==> src/common/usb_phy_pkg.sv <==
// USB pin-control package with register map, field layouts, symbol codes and timing constants
package usb_phy_pkg;

  ////////////////////
  // Register map
  ////////////////////

  localparam int CSR_ADDR_W = 2;
  localparam int CSR_DATA_W = 32;

  localparam logic [CSR_ADDR_W-1:0] ADDR_DRIVE = 2'd0;
  localparam logic [CSR_ADDR_W-1:0] ADDR_CTRL  = 2'd1;
  localparam logic [CSR_ADDR_W-1:0] ADDR_SEND  = 2'd2;
  localparam logic [CSR_ADDR_W-1:0] ADDR_SENSE = 2'd3;

  ////////////////////
  // Timing constants
  ////////////////////

  // Longest symbol run one SEND command can carry
  localparam int SYM_MAX = 8;
  // Consecutive SE0 cycles that make a bus reset
  localparam int RESET_CYCLES = 16;
  localparam int RESET_CNT_W = $clog2(RESET_CYCLES + 1);
  // Depth of the receive pin synchronizer
  localparam int SYNC_STAGES = 2;

  ////////////////////
  // Line encodings
  ////////////////////

  // Transmit symbol, reserved code goes out as J
  typedef enum logic [1:0] {
    SYM_SE0  = 2'd0,
    SYM_J    = 2'd1,
    SYM_K    = 2'd2,
    SYM_RSVD = 2'd3
  } usb_sym_e;

  // Received line state
  typedef enum logic [1:0] {
    LINE_SE0 = 2'd0,
    LINE_J   = 2'd1,
    LINE_K   = 2'd2,
    LINE_SE1 = 2'd3
  } usb_line_e;

  ////////////////////
  // Field structs
  ////////////////////

  // Pin override word, en selects it over the core
  typedef struct packed {
    logic en;
    logic dp;
    logic dn;
    logic d;
    logic se0;
    logic oe;
    logic dp_pullup;
    logic dn_pullup;
    logic rx_enable;
  } usb_drive_t;

  // Core control, clr_reset is write-one and never stored
  typedef struct packed {
    logic connect;
    logic rx_enable;
    logic clr_reset;
  } usb_ctrl_t;

  // Symbol run command, syms[0] goes out first
  typedef struct packed {
    logic [3:0]                 count;
    usb_sym_e [SYM_MAX-1:0]     syms;
  } usb_send_t;

  // Transmit pin group
  typedef struct packed {
    logic d;
    logic se0;
    logic dp;
    logic dn;
    logic oe;
  } usb_tx_t;

  // Receive pin group
  typedef struct packed {
    logic dp;
    logic dn;
    logic d;
    logic pwr_sense;
  } usb_rx_t;

  // Read-only sense image
  typedef struct packed {
    usb_rx_t    rx;
    usb_tx_t    tx;
    usb_line_e  line;
    logic       busy;
    logic       reset_seen;
    logic [2:0] pad;
  } usb_sense_t;

  ////////////////////
  // Register word views
  ////////////////////

  typedef struct packed {
    logic [CSR_DATA_W-10:0] pad;
    usb_drive_t             f;
  } csr_drive_view_t;

  typedef struct packed {
    logic [CSR_DATA_W-4:0] pad;
    usb_ctrl_t             f;
  } csr_ctrl_view_t;

  typedef struct packed {
    logic [CSR_DATA_W-21:0] pad;
    usb_send_t              f;
  } csr_send_view_t;

  // One data word, decoded by the view the address selects
  typedef union packed {
    logic [CSR_DATA_W-1:0] raw;
    csr_drive_view_t       drive;
    csr_ctrl_view_t        ctrl;
    csr_send_view_t        send;
  } csr_word_u;

endpackage

==> src/verilog/usb_csr.sv <==
// Register block holding the override, control and symbol-run words plus the sense read-back
`timescale 1ns/1ps

module usb_csr (
  input  logic                                 clk_i,
  input  logic                                 rst_i,

  // Register port
  input  logic                                 csr_we_i,
  input  logic [usb_phy_pkg::CSR_ADDR_W-1:0]   csr_addr_i,
  input  logic [usb_phy_pkg::CSR_DATA_W-1:0]   csr_wdata_i,
  output logic [usb_phy_pkg::CSR_DATA_W-1:0]   csr_rdata_o,

  // Status from the datapath
  input  usb_phy_pkg::usb_sense_t              sense_i,
  input  logic                                 busy_i,
  input  usb_phy_pkg::usb_line_e               line_i,
  input  logic                                 reset_seen_i,

  // Stored fields and pulses
  output usb_phy_pkg::usb_drive_t              drive_o,
  output usb_phy_pkg::usb_ctrl_t               ctrl_o,
  output usb_phy_pkg::usb_send_t               send_o,
  output logic                                 send_start_o,
  output logic                                 clr_reset_o
);

  usb_phy_pkg::csr_word_u  wword;
  usb_phy_pkg::csr_word_u  rword;
  usb_phy_pkg::usb_drive_t drive_q;
  usb_phy_pkg::usb_ctrl_t  ctrl_q;
  usb_phy_pkg::usb_send_t  send_q;
  usb_phy_pkg::usb_sense_t sense_img;
  logic                    we_drive;
  logic                    we_ctrl;
  logic                    we_send;

  ////////////////////
  // Write decode
  ////////////////////

  // Same write word, seen through whichever view the address picks
  assign wword = csr_wdata_i;

  assign we_drive = csr_we_i && (csr_addr_i == usb_phy_pkg::ADDR_DRIVE);
  assign we_ctrl  = csr_we_i && (csr_addr_i == usb_phy_pkg::ADDR_CTRL);
  // SEND only lands while the sender is idle
  assign we_send  = csr_we_i && (csr_addr_i == usb_phy_pkg::ADDR_SEND) && !busy_i;

  // Start the sender in the strobe cycle, it latches on this edge
  assign send_start_o = we_send;
  // Write-one clear for the sticky bus reset flag
  assign clr_reset_o  = we_ctrl && wword.ctrl.f.clr_reset;

  ////////////////////
  // Storage
  ////////////////////

  always_ff @(posedge clk_i) begin
    if (rst_i) begin
      drive_q <= '0;
      ctrl_q  <= '0;
      send_q  <= '0;
    end else begin
      if (we_drive) begin
        drive_q <= wword.drive.f;
      end
      if (we_ctrl) begin
        // Pulse bit is not kept
        ctrl_q.connect   <= wword.ctrl.f.connect;
        ctrl_q.rx_enable <= wword.ctrl.f.rx_enable;
        ctrl_q.clr_reset <= 1'b0;
      end
      if (we_send) begin
        send_q <= wword.send.f;
      end
    end
  end

  assign drive_o = drive_q;
  assign ctrl_o  = ctrl_q;
  // Sender latches on the strobe edge, so it takes the incoming command
  assign send_o  = we_send ? wword.send.f : send_q;

  ////////////////////
  // Read-back
  ////////////////////

  // Fill in the bits the IO mux cannot see
  always_comb begin
    sense_img            = sense_i;
    sense_img.line       = line_i;
    sense_img.busy       = busy_i;
    sense_img.reset_seen = reset_seen_i;
    sense_img.pad        = '0;
  end

  always_comb begin
    rword.raw = '0;
    case (csr_addr_i)
      usb_phy_pkg::ADDR_DRIVE: rword.drive.f = drive_q;
      usb_phy_pkg::ADDR_CTRL:  rword.ctrl.f  = ctrl_q;
      usb_phy_pkg::ADDR_SEND:  rword.send.f  = send_q;
      default:                 rword.raw     = usb_phy_pkg::CSR_DATA_W'(sense_img);
    endcase
  end

  assign csr_rdata_o = rword.raw;

endmodule

==> src/usb_iomux/usb_iomux.sv <==
// IO mux that synchronizes the receive pins and picks override or core values for the outputs
`timescale 1ns/1ps

module usb_iomux (
  input  logic                    clk_i,
  input  logic                    rst_i,

  // Asynchronous pins from the transceiver
  input  logic                    usb_rx_dp_i,
  input  logic                    usb_rx_dn_i,
  input  logic                    usb_rx_d_i,
  input  logic                    usb_sense_i,

  // Register side
  input  usb_phy_pkg::usb_drive_t drive_i,
  input  usb_phy_pkg::usb_ctrl_t  ctrl_i,

  // Core transmit group from the sender
  input  usb_phy_pkg::usb_tx_t    core_tx_i,

  // Pin outputs
  output usb_phy_pkg::usb_tx_t    usb_tx_o,
  output logic                    usb_dp_pullup_en_o,
  output logic                    usb_dn_pullup_en_o,
  output logic                    usb_rx_enable_o,

  // Synchronized receive group and sense bits
  output usb_phy_pkg::usb_rx_t    rx_sync_o,
  output usb_phy_pkg::usb_sense_t sense_o
);

  usb_phy_pkg::usb_rx_t rx_async;
  usb_phy_pkg::usb_rx_t sync_q [usb_phy_pkg::SYNC_STAGES];
  usb_phy_pkg::usb_tx_t tx_ovr;
  usb_phy_pkg::usb_tx_t tx_pin;

  ////////////////////
  // Input synchronizer
  ////////////////////

  assign rx_async.dp        = usb_rx_dp_i;
  assign rx_async.dn        = usb_rx_dn_i;
  assign rx_async.d         = usb_rx_d_i;
  assign rx_async.pwr_sense = usb_sense_i;

  // Plain flop chain, one stage per clock
  always_ff @(posedge clk_i) begin
    if (rst_i) begin
      for (int i = 0; i < usb_phy_pkg::SYNC_STAGES; i++) begin
        sync_q[i] <= '0;
      end
    end else begin
      sync_q[0] <= rx_async;
      for (int i = 1; i < usb_phy_pkg::SYNC_STAGES; i++) begin
        sync_q[i] <= sync_q[i-1];
      end
    end
  end

  assign rx_sync_o = sync_q[usb_phy_pkg::SYNC_STAGES-1];

  ////////////////////
  // Output pin mux
  ////////////////////

  // Transmit group as the override word would drive it
  assign tx_ovr.d   = drive_i.d;
  assign tx_ovr.se0 = drive_i.se0;
  assign tx_ovr.dp  = drive_i.dp;
  assign tx_ovr.dn  = drive_i.dn;
  assign tx_ovr.oe  = drive_i.oe;

  // Ordinary logic muxes, no clock-mux cells available
  always_comb begin
    if (drive_i.en) begin
      tx_pin             = tx_ovr;
      usb_dp_pullup_en_o = drive_i.dp_pullup;
      usb_dn_pullup_en_o = drive_i.dn_pullup;
      usb_rx_enable_o    = drive_i.rx_enable;
    end else begin
      tx_pin             = core_tx_i;
      usb_dp_pullup_en_o = ctrl_i.connect;
      // Full speed only, D- never pulled up
      usb_dn_pullup_en_o = 1'b0;
      usb_rx_enable_o    = ctrl_i.rx_enable;
    end
  end

  assign usb_tx_o = tx_pin;

  ////////////////////
  // Sense bits
  ////////////////////

  // Line state, busy and reset flag are filled in by the register block
  always_comb begin
    sense_o    = '0;
    sense_o.rx = rx_sync_o;
    sense_o.tx = tx_pin;
  end

endmodule

==> src/verilog/usb_symbol_sender.sv <==
// Symbol sender that plays a programmed run of J, K and SE0 symbols onto the transmit group
`timescale 1ns/1ps

module usb_symbol_sender (
  input  logic                   clk_i,
  input  logic                   rst_i,

  // Command from the register block
  input  usb_phy_pkg::usb_send_t send_i,
  input  logic                   start_i,

  // Core transmit group
  output usb_phy_pkg::usb_tx_t   core_tx_o,
  output logic                   busy_o
);

  logic [2*usb_phy_pkg::SYM_MAX-1:0] sym_q;
  logic [3:0]                        rem_q;
  logic [3:0]                        run_len;
  usb_phy_pkg::usb_sym_e             cur_sym;

  ////////////////////
  // Run control
  ////////////////////

  // Counts above the shift depth are cut to a full run
  assign run_len = (send_i.count > 4'(usb_phy_pkg::SYM_MAX)) ?
                   4'(usb_phy_pkg::SYM_MAX) : send_i.count;

  always_ff @(posedge clk_i) begin
    if (rst_i) begin
      rem_q <= '0;
    end else if (start_i) begin
      rem_q <= run_len;
    end else if (rem_q != '0) begin
      rem_q <= rem_q - 4'd1;
    end
  end

  // Symbol payload shift register
  always_ff @(posedge clk_i) begin
    if (rst_i) begin
      sym_q <= '0;
    end else if (start_i) begin
      sym_q <= send_i.syms;
    end else if (rem_q != '0) begin
      // Next symbol moves into the low slot
      sym_q <= {2'b00, sym_q[2*usb_phy_pkg::SYM_MAX-1:2]};
    end
  end

  assign busy_o = (rem_q != '0);

  ////////////////////
  // Symbol decode
  ////////////////////

  assign cur_sym = usb_phy_pkg::usb_sym_e'(sym_q[1:0]);

  always_comb begin
    // Idle line is J with the driver off
    core_tx_o.dp  = 1'b1;
    core_tx_o.dn  = 1'b0;
    core_tx_o.d   = 1'b1;
    core_tx_o.se0 = 1'b0;
    core_tx_o.oe  = busy_o;
    if (busy_o) begin
      case (cur_sym)
        usb_phy_pkg::SYM_SE0: begin
          core_tx_o.dp  = 1'b0;
          core_tx_o.d   = 1'b0;
          core_tx_o.se0 = 1'b1;
        end
        usb_phy_pkg::SYM_K: begin
          core_tx_o.dp = 1'b0;
          core_tx_o.dn = 1'b1;
          core_tx_o.d  = 1'b0;
        end
        // J and the reserved code keep the idle J levels
        default: ;
      endcase
    end
  end

endmodule

==> src/verilog/usb_line_monitor.sv <==
// Line monitor that decodes the received D+/D- pair and flags a bus reset on a long SE0
`timescale 1ns/1ps

module usb_line_monitor (
  input  logic                   clk_i,
  input  logic                   rst_i,

  // Synchronized receive group
  input  usb_phy_pkg::usb_rx_t   rx_sync_i,
  // Write-one clear from the register block
  input  logic                   clr_reset_i,

  output usb_phy_pkg::usb_line_e line_o,
  output logic                   bus_reset_o,
  output logic                   reset_seen_o
);

  logic [usb_phy_pkg::RESET_CNT_W-1:0] se0_cnt_q;
  logic                                reset_seen_q;
  logic                                is_se0;

  ////////////////////
  // Line decode
  ////////////////////

  always_comb begin
    case ({rx_sync_i.dp, rx_sync_i.dn})
      2'b00:   line_o = usb_phy_pkg::LINE_SE0;
      2'b10:   line_o = usb_phy_pkg::LINE_J;
      2'b01:   line_o = usb_phy_pkg::LINE_K;
      default: line_o = usb_phy_pkg::LINE_SE1;
    endcase
  end

  assign is_se0 = (line_o == usb_phy_pkg::LINE_SE0);

  ////////////////////
  // SE0 run counter
  ////////////////////

  // Holds the SE0 cycles seen before the current one
  always_ff @(posedge clk_i) begin
    if (rst_i) begin
      se0_cnt_q <= '0;
    end else if (!is_se0) begin
      se0_cnt_q <= '0;
    end else if (se0_cnt_q != usb_phy_pkg::RESET_CNT_W'(usb_phy_pkg::RESET_CYCLES)) begin
      // Saturate so a long reset pulses only once
      se0_cnt_q <= se0_cnt_q + 1'b1;
    end
  end

  // Current cycle makes the run exactly RESET_CYCLES long
  assign bus_reset_o = is_se0 &&
      (se0_cnt_q == usb_phy_pkg::RESET_CNT_W'(usb_phy_pkg::RESET_CYCLES - 1));

  ////////////////////
  // Sticky flag
  ////////////////////

  always_ff @(posedge clk_i) begin
    if (rst_i) begin
      reset_seen_q <= 1'b0;
    end else if (bus_reset_o) begin
      // A new reset wins over a clear in the same cycle
      reset_seen_q <= 1'b1;
    end else if (clr_reset_i) begin
      reset_seen_q <= 1'b0;
    end
  end

  // Visible already in the pulse cycle
  assign reset_seen_o = reset_seen_q | bus_reset_o;

endmodule

==> src/verilog/usb_phy_top.sv <==
// Top level of the USB pin-control subsystem joining registers, sender, monitor and IO mux
`timescale 1ns/1ps

module usb_phy_top (
  input  logic                                 clk_i,
  input  logic                                 rst_i,

  // Register port
  input  logic                                 csr_we_i,
  input  logic [usb_phy_pkg::CSR_ADDR_W-1:0]   csr_addr_i,
  input  logic [usb_phy_pkg::CSR_DATA_W-1:0]   csr_wdata_i,
  output logic [usb_phy_pkg::CSR_DATA_W-1:0]   csr_rdata_o,

  // USB pins
  input  logic                                 usb_rx_dp_i,
  input  logic                                 usb_rx_dn_i,
  input  logic                                 usb_rx_d_i,
  input  logic                                 usb_sense_i,
  output usb_phy_pkg::usb_tx_t                 usb_tx_o,
  output logic                                 usb_dp_pullup_en_o,
  output logic                                 usb_dn_pullup_en_o,
  output logic                                 usb_rx_enable_o,
  output logic                                 usb_bus_reset_o
);

  usb_phy_pkg::usb_drive_t drive;
  usb_phy_pkg::usb_ctrl_t  ctrl;
  usb_phy_pkg::usb_send_t  send;
  usb_phy_pkg::usb_tx_t    core_tx;
  usb_phy_pkg::usb_rx_t    rx_sync;
  usb_phy_pkg::usb_sense_t sense;
  usb_phy_pkg::usb_line_e  line;
  logic                    send_start;
  logic                    clr_reset;
  logic                    busy;
  logic                    reset_seen;

  ////////////////////
  // Input side
  ////////////////////

  usb_csr u_csr (
    .clk_i        (clk_i),
    .rst_i        (rst_i),
    .csr_we_i     (csr_we_i),
    .csr_addr_i   (csr_addr_i),
    .csr_wdata_i  (csr_wdata_i),
    .csr_rdata_o  (csr_rdata_o),
    .sense_i      (sense),
    .busy_i       (busy),
    .line_i       (line),
    .reset_seen_i (reset_seen),
    .drive_o      (drive),
    .ctrl_o       (ctrl),
    .send_o       (send),
    .send_start_o (send_start),
    .clr_reset_o  (clr_reset)
  );

  ////////////////////
  // Processing
  ////////////////////

  usb_symbol_sender u_sender (
    .clk_i     (clk_i),
    .rst_i     (rst_i),
    .send_i    (send),
    .start_i   (send_start),
    .core_tx_o (core_tx),
    .busy_o    (busy)
  );

  usb_line_monitor u_monitor (
    .clk_i        (clk_i),
    .rst_i        (rst_i),
    .rx_sync_i    (rx_sync),
    .clr_reset_i  (clr_reset),
    .line_o       (line),
    .bus_reset_o  (usb_bus_reset_o),
    .reset_seen_o (reset_seen)
  );

  ////////////////////
  // Pin side
  ////////////////////

  usb_iomux u_iomux (
    .clk_i              (clk_i),
    .rst_i              (rst_i),
    .usb_rx_dp_i        (usb_rx_dp_i),
    .usb_rx_dn_i        (usb_rx_dn_i),
    .usb_rx_d_i         (usb_rx_d_i),
    .usb_sense_i        (usb_sense_i),
    .drive_i            (drive),
    .ctrl_i             (ctrl),
    .core_tx_i          (core_tx),
    .usb_tx_o           (usb_tx_o),
    .usb_dp_pullup_en_o (usb_dp_pullup_en_o),
    .usb_dn_pullup_en_o (usb_dn_pullup_en_o),
    .usb_rx_enable_o    (usb_rx_enable_o),
    .rx_sync_o          (rx_sync),
    .sense_o            (sense)
  );

endmodule

==> config.mk <==
export PLATFORM = sky130hd
export DESIGN_NAME = usb_phy_top
export DESIGN_NICKNAME = d
export VERILOG_FILES = /design/src/common/usb_phy_pkg.sv /design/src/verilog/usb_csr.sv /design/src/usb_iomux/usb_iomux.sv /design/src/verilog/usb_symbol_sender.sv /design/src/verilog/usb_line_monitor.sv /design/src/verilog/usb_phy_top.sv
export SDC_FILE = /design/constraint.sdc
export NUM_CORES = 1
export LEC_CHECK = 0
export BUFFER_PORTS_ARGS = -buffer_cell sky130_fd_sc_hd__buf_2
export CORE_MARGIN = 3
export CORE_UTILIZATION = 44
export CTS_CLUSTER_DIAMETER = 200
export DETAILED_ROUTE_END_ITERATION = 8
export PLACE_DENSITY = 0.72
export SLEW_MARGIN = 15
export SYNTH_ARGS = -nofsm -noshare
export SYNTH_HDL_FRONTEND = slang
export SYNTH_SLANG_ARGS = --single-unit
==> constraint.sdc <==
create_clock -name clk_i -period 2.3 [get_ports clk_i]
set_input_delay 0.115 -clock clk_i [delete_from_list [all_inputs] [get_ports clk_i]]
set_output_delay 0.115 -clock clk_i [all_outputs]
set_load 0.01 [all_outputs]
==> results.sh, run 1 <==
export IMPL_power_leakage_nw=1.49
export IMPL_seq_area_frac_synth_pct=41.5
export IMPL_wl_per_cell_um=15.1
export IMPL_grt_max_degree=54
export IMPL_end_kind="output port"
export IMPL_place_congestion=0.819
export IMPL_cts_inserted_buffers=9
export IMPL_placed_cells=505
export IMPL_n_fill_cell=660
export IMPL_grt_antenna_before_repair=0
export IMPL_vias=2761
export IMPL_relSlewSlack_pct=63.8
export IMPL_grt_pass1_vias=2550
export IMPL_grtUsageTotal_pct=19.7
export IMPL_h_tree_depth=3
export IMPL_drive_above_1_share_pct=21.3
export IMPL_root_buffer="clkbuf_8"
export IMPL_num_rows=30
export IMPL_drt_iter0_drc=239
export IMPL_clock_latency_ns=0.35
export IMPL_placement_io_buffers=57
export IMPL_yosysTopAreaCell="dfxtp_1"
export IMPL_cp_start_kind="flip-flop"
export IMPL_worst_slack_ns=0.123
export IMPL_period_needed_ns=2.18
export IMPL_ys_types=47
export IMPL_die_w_um=90.5
export IMPL_path_buf_inv=3
export IMPL_hold_ws_ns=0.0275
export IMPL_diodes=0
export IMPL_async_flop_share_pct=0
export IMPL_status="complete, no violations"
export IMPL_syn_inst=373
export IMPL_synth_edff_count=0
export IMPL_clk_pin_slew_ns=0.07
export IMPL_dp_hpwl_um=5350
export IMPL_setup_tns_final_ns=0
export IMPL_yosys_top_cells_count="dfxtp_1, nand2_1, nor2_1"
export IMPL_start_util_pct=45.7
export IMPL_tritoncts="built"
export IMPL_fmax_ghz=0.459
export IMPL_fp_coreArea_sq_mm=0.00687
export IMPL_synth_top_area_share_pct=41.5
export IMPL_cts_buffer_depth=2
export IMPL_hold_viol=0
export IMPL_post_route_period_util_pct=94.7
export IMPL_antenna_left=0
export IMPL_max_stage_delay_ns=0.37
export IMPL_cpMaxStageDelayCell="dfxtp_1"
export IMPL_crit_fanout=53
export IMPL_viasPerCell=5.27
export IMPL_die_h_um=90.5
export IMPL_grt_pass1_wl_um=12900
export IMPL_path_cells="inv_1, ha_1, nor3b_4, buf_12, o41ai_2, o21ba_2, buf_2"
export IMPL_powerDensity_mw_per_mm2=982
export IMPL_maxSlewViolCount=0
export IMPL_dieArea_sq_mm=0.00818
export IMPL_final_cells=524
export IMPL_path_class="flip-flop to output port"
export IMPL_drcViolationCount=0
export IMPL_ir_drop_mv=0.616
export IMPL_io_pins=82
export IMPL_stdcell_area_sq_mm=0.00365
export IMPL_post_cts_buffers=0
export IMPL_drt_wl_total_um=7890
export IMPL_dpl_worst_slack_ns=0.332
export IMPL_cp_required_ns=2.18
export IMPL_ys_flop_type="dfxtp_1"
export IMPL_maxCapViolations=0
export IMPL_synth_most_common_cell="dfxtp_1"
export IMPL_final_nets=470
export IMPL_crit_family="compound AO/OA/AOI/OAI gates"
export IMPL_place_area_sq_mm=0.00343
export IMPL_grt_ovfl_total=0
export IMPL_tightest_slew_ns=0.542
export IMPL_synth_area_leaders="dfxtp_1, mux2i_1, nand2_1, nor2_1, o21ai_0"
export IMPL_hold_class="input pin to flip-flop"
export IMPL_rsz0062_at_grt="no"
export IMPL_clock_skew_ns=0.00906
export IMPL_clock_sinks=65
export IMPL_arrival_ns=2.06
export IMPL_yosys_warnings=0
export IMPL_syn_area_sq_mm=0.00314
export IMPL_finalSetupViolations=0
export IMPL_syn_area_per_cell_sq_um=8.41
export IMPL_area_growth_pct=16.3
export IMPL_synth_seq_cells=65
export IMPL_drt_first_pass_iters=4
==> per-layer routing <==
metal  wire length, um  vias to the layer above  share of wire [%]  GRT usage (%)
met5                 0                        -                  0              0
met4               133                        0                1.7           7.14
met3               500                       12                6.3           5.92
met2              3610                       88                 46           29.9
met1              3650                     1289                 46           26.4
li1                  -                     1372                  -              -
==> worst register-to-register path: cells and delay by family (launching register included) <==
family / cells / cell delay [ns]
AND/OR/NAND/NOR: 1 / 0.50
flip-flops: 1 / 0.34
buffers and inverters: 2 / 0.31
AO/OA/AOI/OAI: 2 / 0.27
adder cells (fa/ha/maj): 1 / 0.20
==> through the flow <==
step / total power, W / util [%]
global route: 0.00381 / 53.1
detailed placement: 0.00273 / 49.9
CTS: 0.00358 / 53.0
global placement: 0.00270 / 49.9
floorplan: 0.00241 / -
finish: 0.00358 / 53.1
==> logic make-up (layout without fill, tap and decap cells) <==
| family | Yosys count | after routing | synth area share [%] |
|---|---|---|---|
| buf+inv | 52 | 96 | 9.13 |
| xor+xnor | 3 | 3 | 0.837 |
| other cells | 1 | 12 | 0.120 |
| compound gates | 84 | 84 | 16.9 |
| flops | 65 | 65 | 41.5 |
| mux | 23 | 23 | 7.42 |
| fa+ha+maj | 5 | 5 | 1.99 |
| simple gates | 140 | 140 | 22.1 |
==> power by group <==
part	internal [W]	switching, W
registers	0.00129	0.000113
clock network	0.000407	0.000420
logic	0.000517	0.000837
total	0.00221	0.00137
==> cell type report <==
class | instances | area (sq um) | area share (%)
Inverter | 10 | 37.5 | 1.03
Tap cell | 96 | 120 | 3.29
Multi-Input combinational cell | 267 | 1620 | 44.3
Timing Repair Buffer | 71 | 413 | 11.3
Clock inverter | 4 | 20.0 | 0.549
Sequential cell | 65 | 1300 | 35.7
Clock buffer | 11 | 141 | 3.87
==> repair_timing <==
item                                    4_1_cts  5_1_grt
hold buffers                                  4        0
resized for setup                             2        2
hold endpoints to repair                      4        0
pin swaps                                     0        0
endpoints found under the setup margin        5        3
==> cell usage in the layout, fill, tap and decap left out, drive strengths merged, types with 5 or more instances in the layout <==
master / synthesis / final
a21oi: 24 / 24
a311oi: 14 / 14
and2: 5 / 5
buf: 31 / 67
clkbuf: 11 / 11
conb: 1 / 12
dfxtp: 65 / 65
ha: 5 / 5
inv: 10 / 10
mux2i: 21 / 21
nand2: 41 / 41
nand3: 22 / 22
nor2: 35 / 35
nor2b: 14 / 14
nor3: 6 / 6
o21ai: 28 / 28
==> state kept, by name (all words and copies together) (netlist names) <==
| register | cells |
|---|---|
| u_csr.ctrl_o | 2 |
| u_iomux.sync_q | 8 |
| u_csr.drive_o | 9 |
| u_monitor.reset_seen_q | 1 |
| u_sender.sym_q | 16 |
| u_sender.rem_q | 4 |
| u_csr.send_q | 20 |
| u_monitor.se0_cnt_q | 5 |
==> worst paths after layout <==
| check | startpoint | end | slack (ns) | cells after the start |
|---|---|---|---|---|
| worst min register to register | u_iomux.sync_q[0][3] | u_iomux.sync_q[0][7] | 0.44 | 1 |
| worst min-delay path | csr_wdata_i[10] | u_csr.send_q[10] | 0.03 | 3 |
| worst max register to register | u_sender.rem_q[0] | u_csr.send_q[19] | 0.55 | 6 |
| worst max-delay path | u_sender.rem_q[0] | csr_rdata_o[10] | 0.12 | 7 |
Power figures use the tool's default switching activity.
==> run 2: changes to the inputs <==
--- a/config.mk
+++ b/config.mk
@@ -11,6 +11,7 @@
 export CTS_CLUSTER_DIAMETER = 200
 export DETAILED_ROUTE_END_ITERATION = 8
 export PLACE_DENSITY = 0.72
+export REMOVE_ABC_BUFFERS = 1
 export SLEW_MARGIN = 15
 export SYNTH_ARGS = -nofsm -noshare
 export SYNTH_HDL_FRONTEND = slang
==> run 2 against run 1 <==
Net effect: hold slack got worse by 0.0037 ns; routed wire length fell by 3.9%; largest cell class unchanged; critical endpoint is now csr_rdata_o[9]; core utilization fell by 0.66 points; largest power group unchanged; die area did not move; sequential share of layout area rose by 0.45 points; flip-flop and latch count did not move; critical path depth fell by 1; combinational power barely moved; clock-buffer cell count rose by 2; global-route usage fell by 0.69 points; first-iteration DRC count fell by 35%.
==> results.sh, run 2 (synthesized netlist as in run 1, its figures left out) <==
export IMPL_status="complete, no violations"
export IMPL_largest_reg_flops=20
export IMPL_end_kind="output port"
export IMPL_diodes=0
export IMPL_h_tree_depth=3
export IMPL_die_h_um=90.5
export IMPL_fmax_ghz=0.456
export IMPL_hold_class="input pin to flip-flop"
export IMPL_root_buffer="clkbuf_8"
export IMPL_p_switching_w=0.00135
export IMPL_drive_above_1_share_pct=19.5
export IMPL_clock_sinks=65
export IMPL_drcViolationCount=0
export IMPL_dp_hpwl_um=4930
export IMPL_tritoncts="built"
export IMPL_placement_io_buffers=57
export IMPL_final_nets=468
export IMPL_p_total_w=0.00355
export IMPL_registers_top_by_ff_count="u_csr.send_q"
export IMPL_dieArea_sq_mm=0.00818
export IMPL_drt_iter0_drc=156
export IMPL_cp_required_ns=2.18
export IMPL_area_growth_pct=14.9
export IMPL_vias=2807
export IMPL_cts_buffer_depth=2
export IMPL_stdcell_area_sq_mm=0.00360
export IMPL_grt_max_degree=44
export IMPL_die_w_um=90.5
export IMPL_arrival_ns=2.08
export IMPL_swShare_pct=38.1
export IMPL_io_pins=82
export IMPL_fin_util_pct=52.5
export IMPL_internal_power_w=0.00220
export IMPL_seqPwrFrac_pct=39.7
export IMPL_cts_inserted_buffers=9
export IMPL_place_area_sq_mm=0.00341
export IMPL_ir_drop_mv=0.504
export IMPL_max_stage_delay_ns=0.40
export IMPL_num_rows=30
export IMPL_maxSlewViolCount=0
export IMPL_grt_ovfl_total=0
export IMPL_grt_pass1_wl_um=12500
export IMPL_clock_latency_ns=0.34
export IMPL_cp_start_kind="flip-flop"
export IMPL_fp_coreArea_sq_mm=0.00687
export IMPL_path_buf_inv=2
export IMPL_drt_first_pass_iters=5
export IMPL_viasPerCell=5.39
export IMPL_clock_skew_ns=0.00516
export IMPL_post_route_period_util_pct=95.4
export IMPL_grt_antenna_before_repair=0
export IMPL_period_needed_ns=2.19
export IMPL_relSlewSlack_pct=62.6
export IMPL_path_class="flip-flop to output port"
export IMPL_crit_fanout=6
export IMPL_final_common_cell="dfxtp_1"
export IMPL_drt_wl_total_um=7580
export IMPL_start_util_pct=45.7
export IMPL_hold_viol=0
export IMPL_grtUsageTotal_pct=19.0
export IMPL_grt_pass1_vias=2503
export IMPL_antenna_left=0
export IMPL_path_cells="inv_1, ha_1, nor3b_4, nor3_2, o32ai_1, buf_2"
export IMPL_tightest_slew_ns=0.553
export IMPL_n_fill_cell=677
export IMPL_power_frac_comb_pct=38.3
export IMPL_clk_pin_slew_ns=0.07
export IMPL_power_leakage_nw=1.46
export IMPL_cpMaxStageDelayCell="o32ai_1"
export IMPL_wl_per_cell_um=14.6
export IMPL_crit_family="simple AND/OR/NAND/NOR gates"
export IMPL_layout_common_cells="dfxtp_1, buf_2, nand2_1, nor2_1, o21ai_0"
export IMPL_powerDensity_mw_per_mm2=984
export IMPL_clkPwrFrac_pct=22.0
export IMPL_place_congestion=0.792
export IMPL_maxCapViolations=0
export IMPL_rsz0062_at_grt="no"
export IMPL_finalSetupViolations=0
## run 2: what timing repair did
item	in CTS	in global routing
endpoints found under the setup margin	0	7
buffers inserted	0	0
resized for setup	0	2
hold buffers	4	0
endpoints found under the hold margin	4	0
## run 2: final cells by class
type / count / area, sq um / share of cell area [%]
Tap cell: 96 / 120 / 3.33
Timing Repair Buffer: 69 / 398 / 11.0
Multi-Input combinational cell: 267 / 1600 / 44.5
Clock inverter: 1 / 5.00 / 0.139
Clock buffer: 13 / 139 / 3.85
Sequential cell: 65 / 1300 / 36.1
Inverter: 10 / 37.5 / 1.04
## run 2: worst paths after layout
path,start,end,slack [ns],depth (start not counted)
max,u_sender.rem_q[0],csr_rdata_o[9],0.11,6
min reg2reg,u_iomux.sync_q[0][3],u_iomux.sync_q[0][7],0.44,1
max reg2reg,u_sender.rem_q[0],u_csr.send_q[8],0.53,6
min,csr_wdata_i[16],u_csr.send_q[16],0.02,3
## run 2: stage by stage
step	setup TNS [ns]	worst slack, ns	instances	hold WS, ns
6_report	0	0.106	521	0.0238
5_1_grt	0	0.0108	521	0.0260
4_1_cts	0	0.0283	521	0.0140
3_5_place_dp	0	0.400	503	0.330
3_3_place_gp	0	0.440	503	0.321
2_1_floorplan	-0.552	-0.212	342	0.184
## run 2: worst min-delay path: cells and delay by family
family / cells / cell delay, ns
simple gates: 1 / 0.05
buf+inv: 1 / 0.10
compound gates: 1 / 0.05
## run 2: power groups by stage
stage | registers (W) | logic, W | clock network [W]
final | 0.00141 | 0.00136 | 0.000779
after global routing | 0.00143 | 0.00152 | 0.000834
after CTS | 0.00140 | 0.00134 | 0.000798
after detailed placement | 0.00143 | 0.00133 | 0
after global placement | 0.00142 | 0.00131 | 0
after floorplan | 0.00140 | 0.000830 | 0
## run 2: routing by layer
layer / track usage (%) / share of wire, % / up-vias
met5: 0 / 0 / -
met4: 9.57 / 2.2 / 0
li1: - / - / 1371
met2: 29.5 / 46 / 106
met3: 4.08 / 6.3 / 13
met1: 24.9 / 45 / 1317
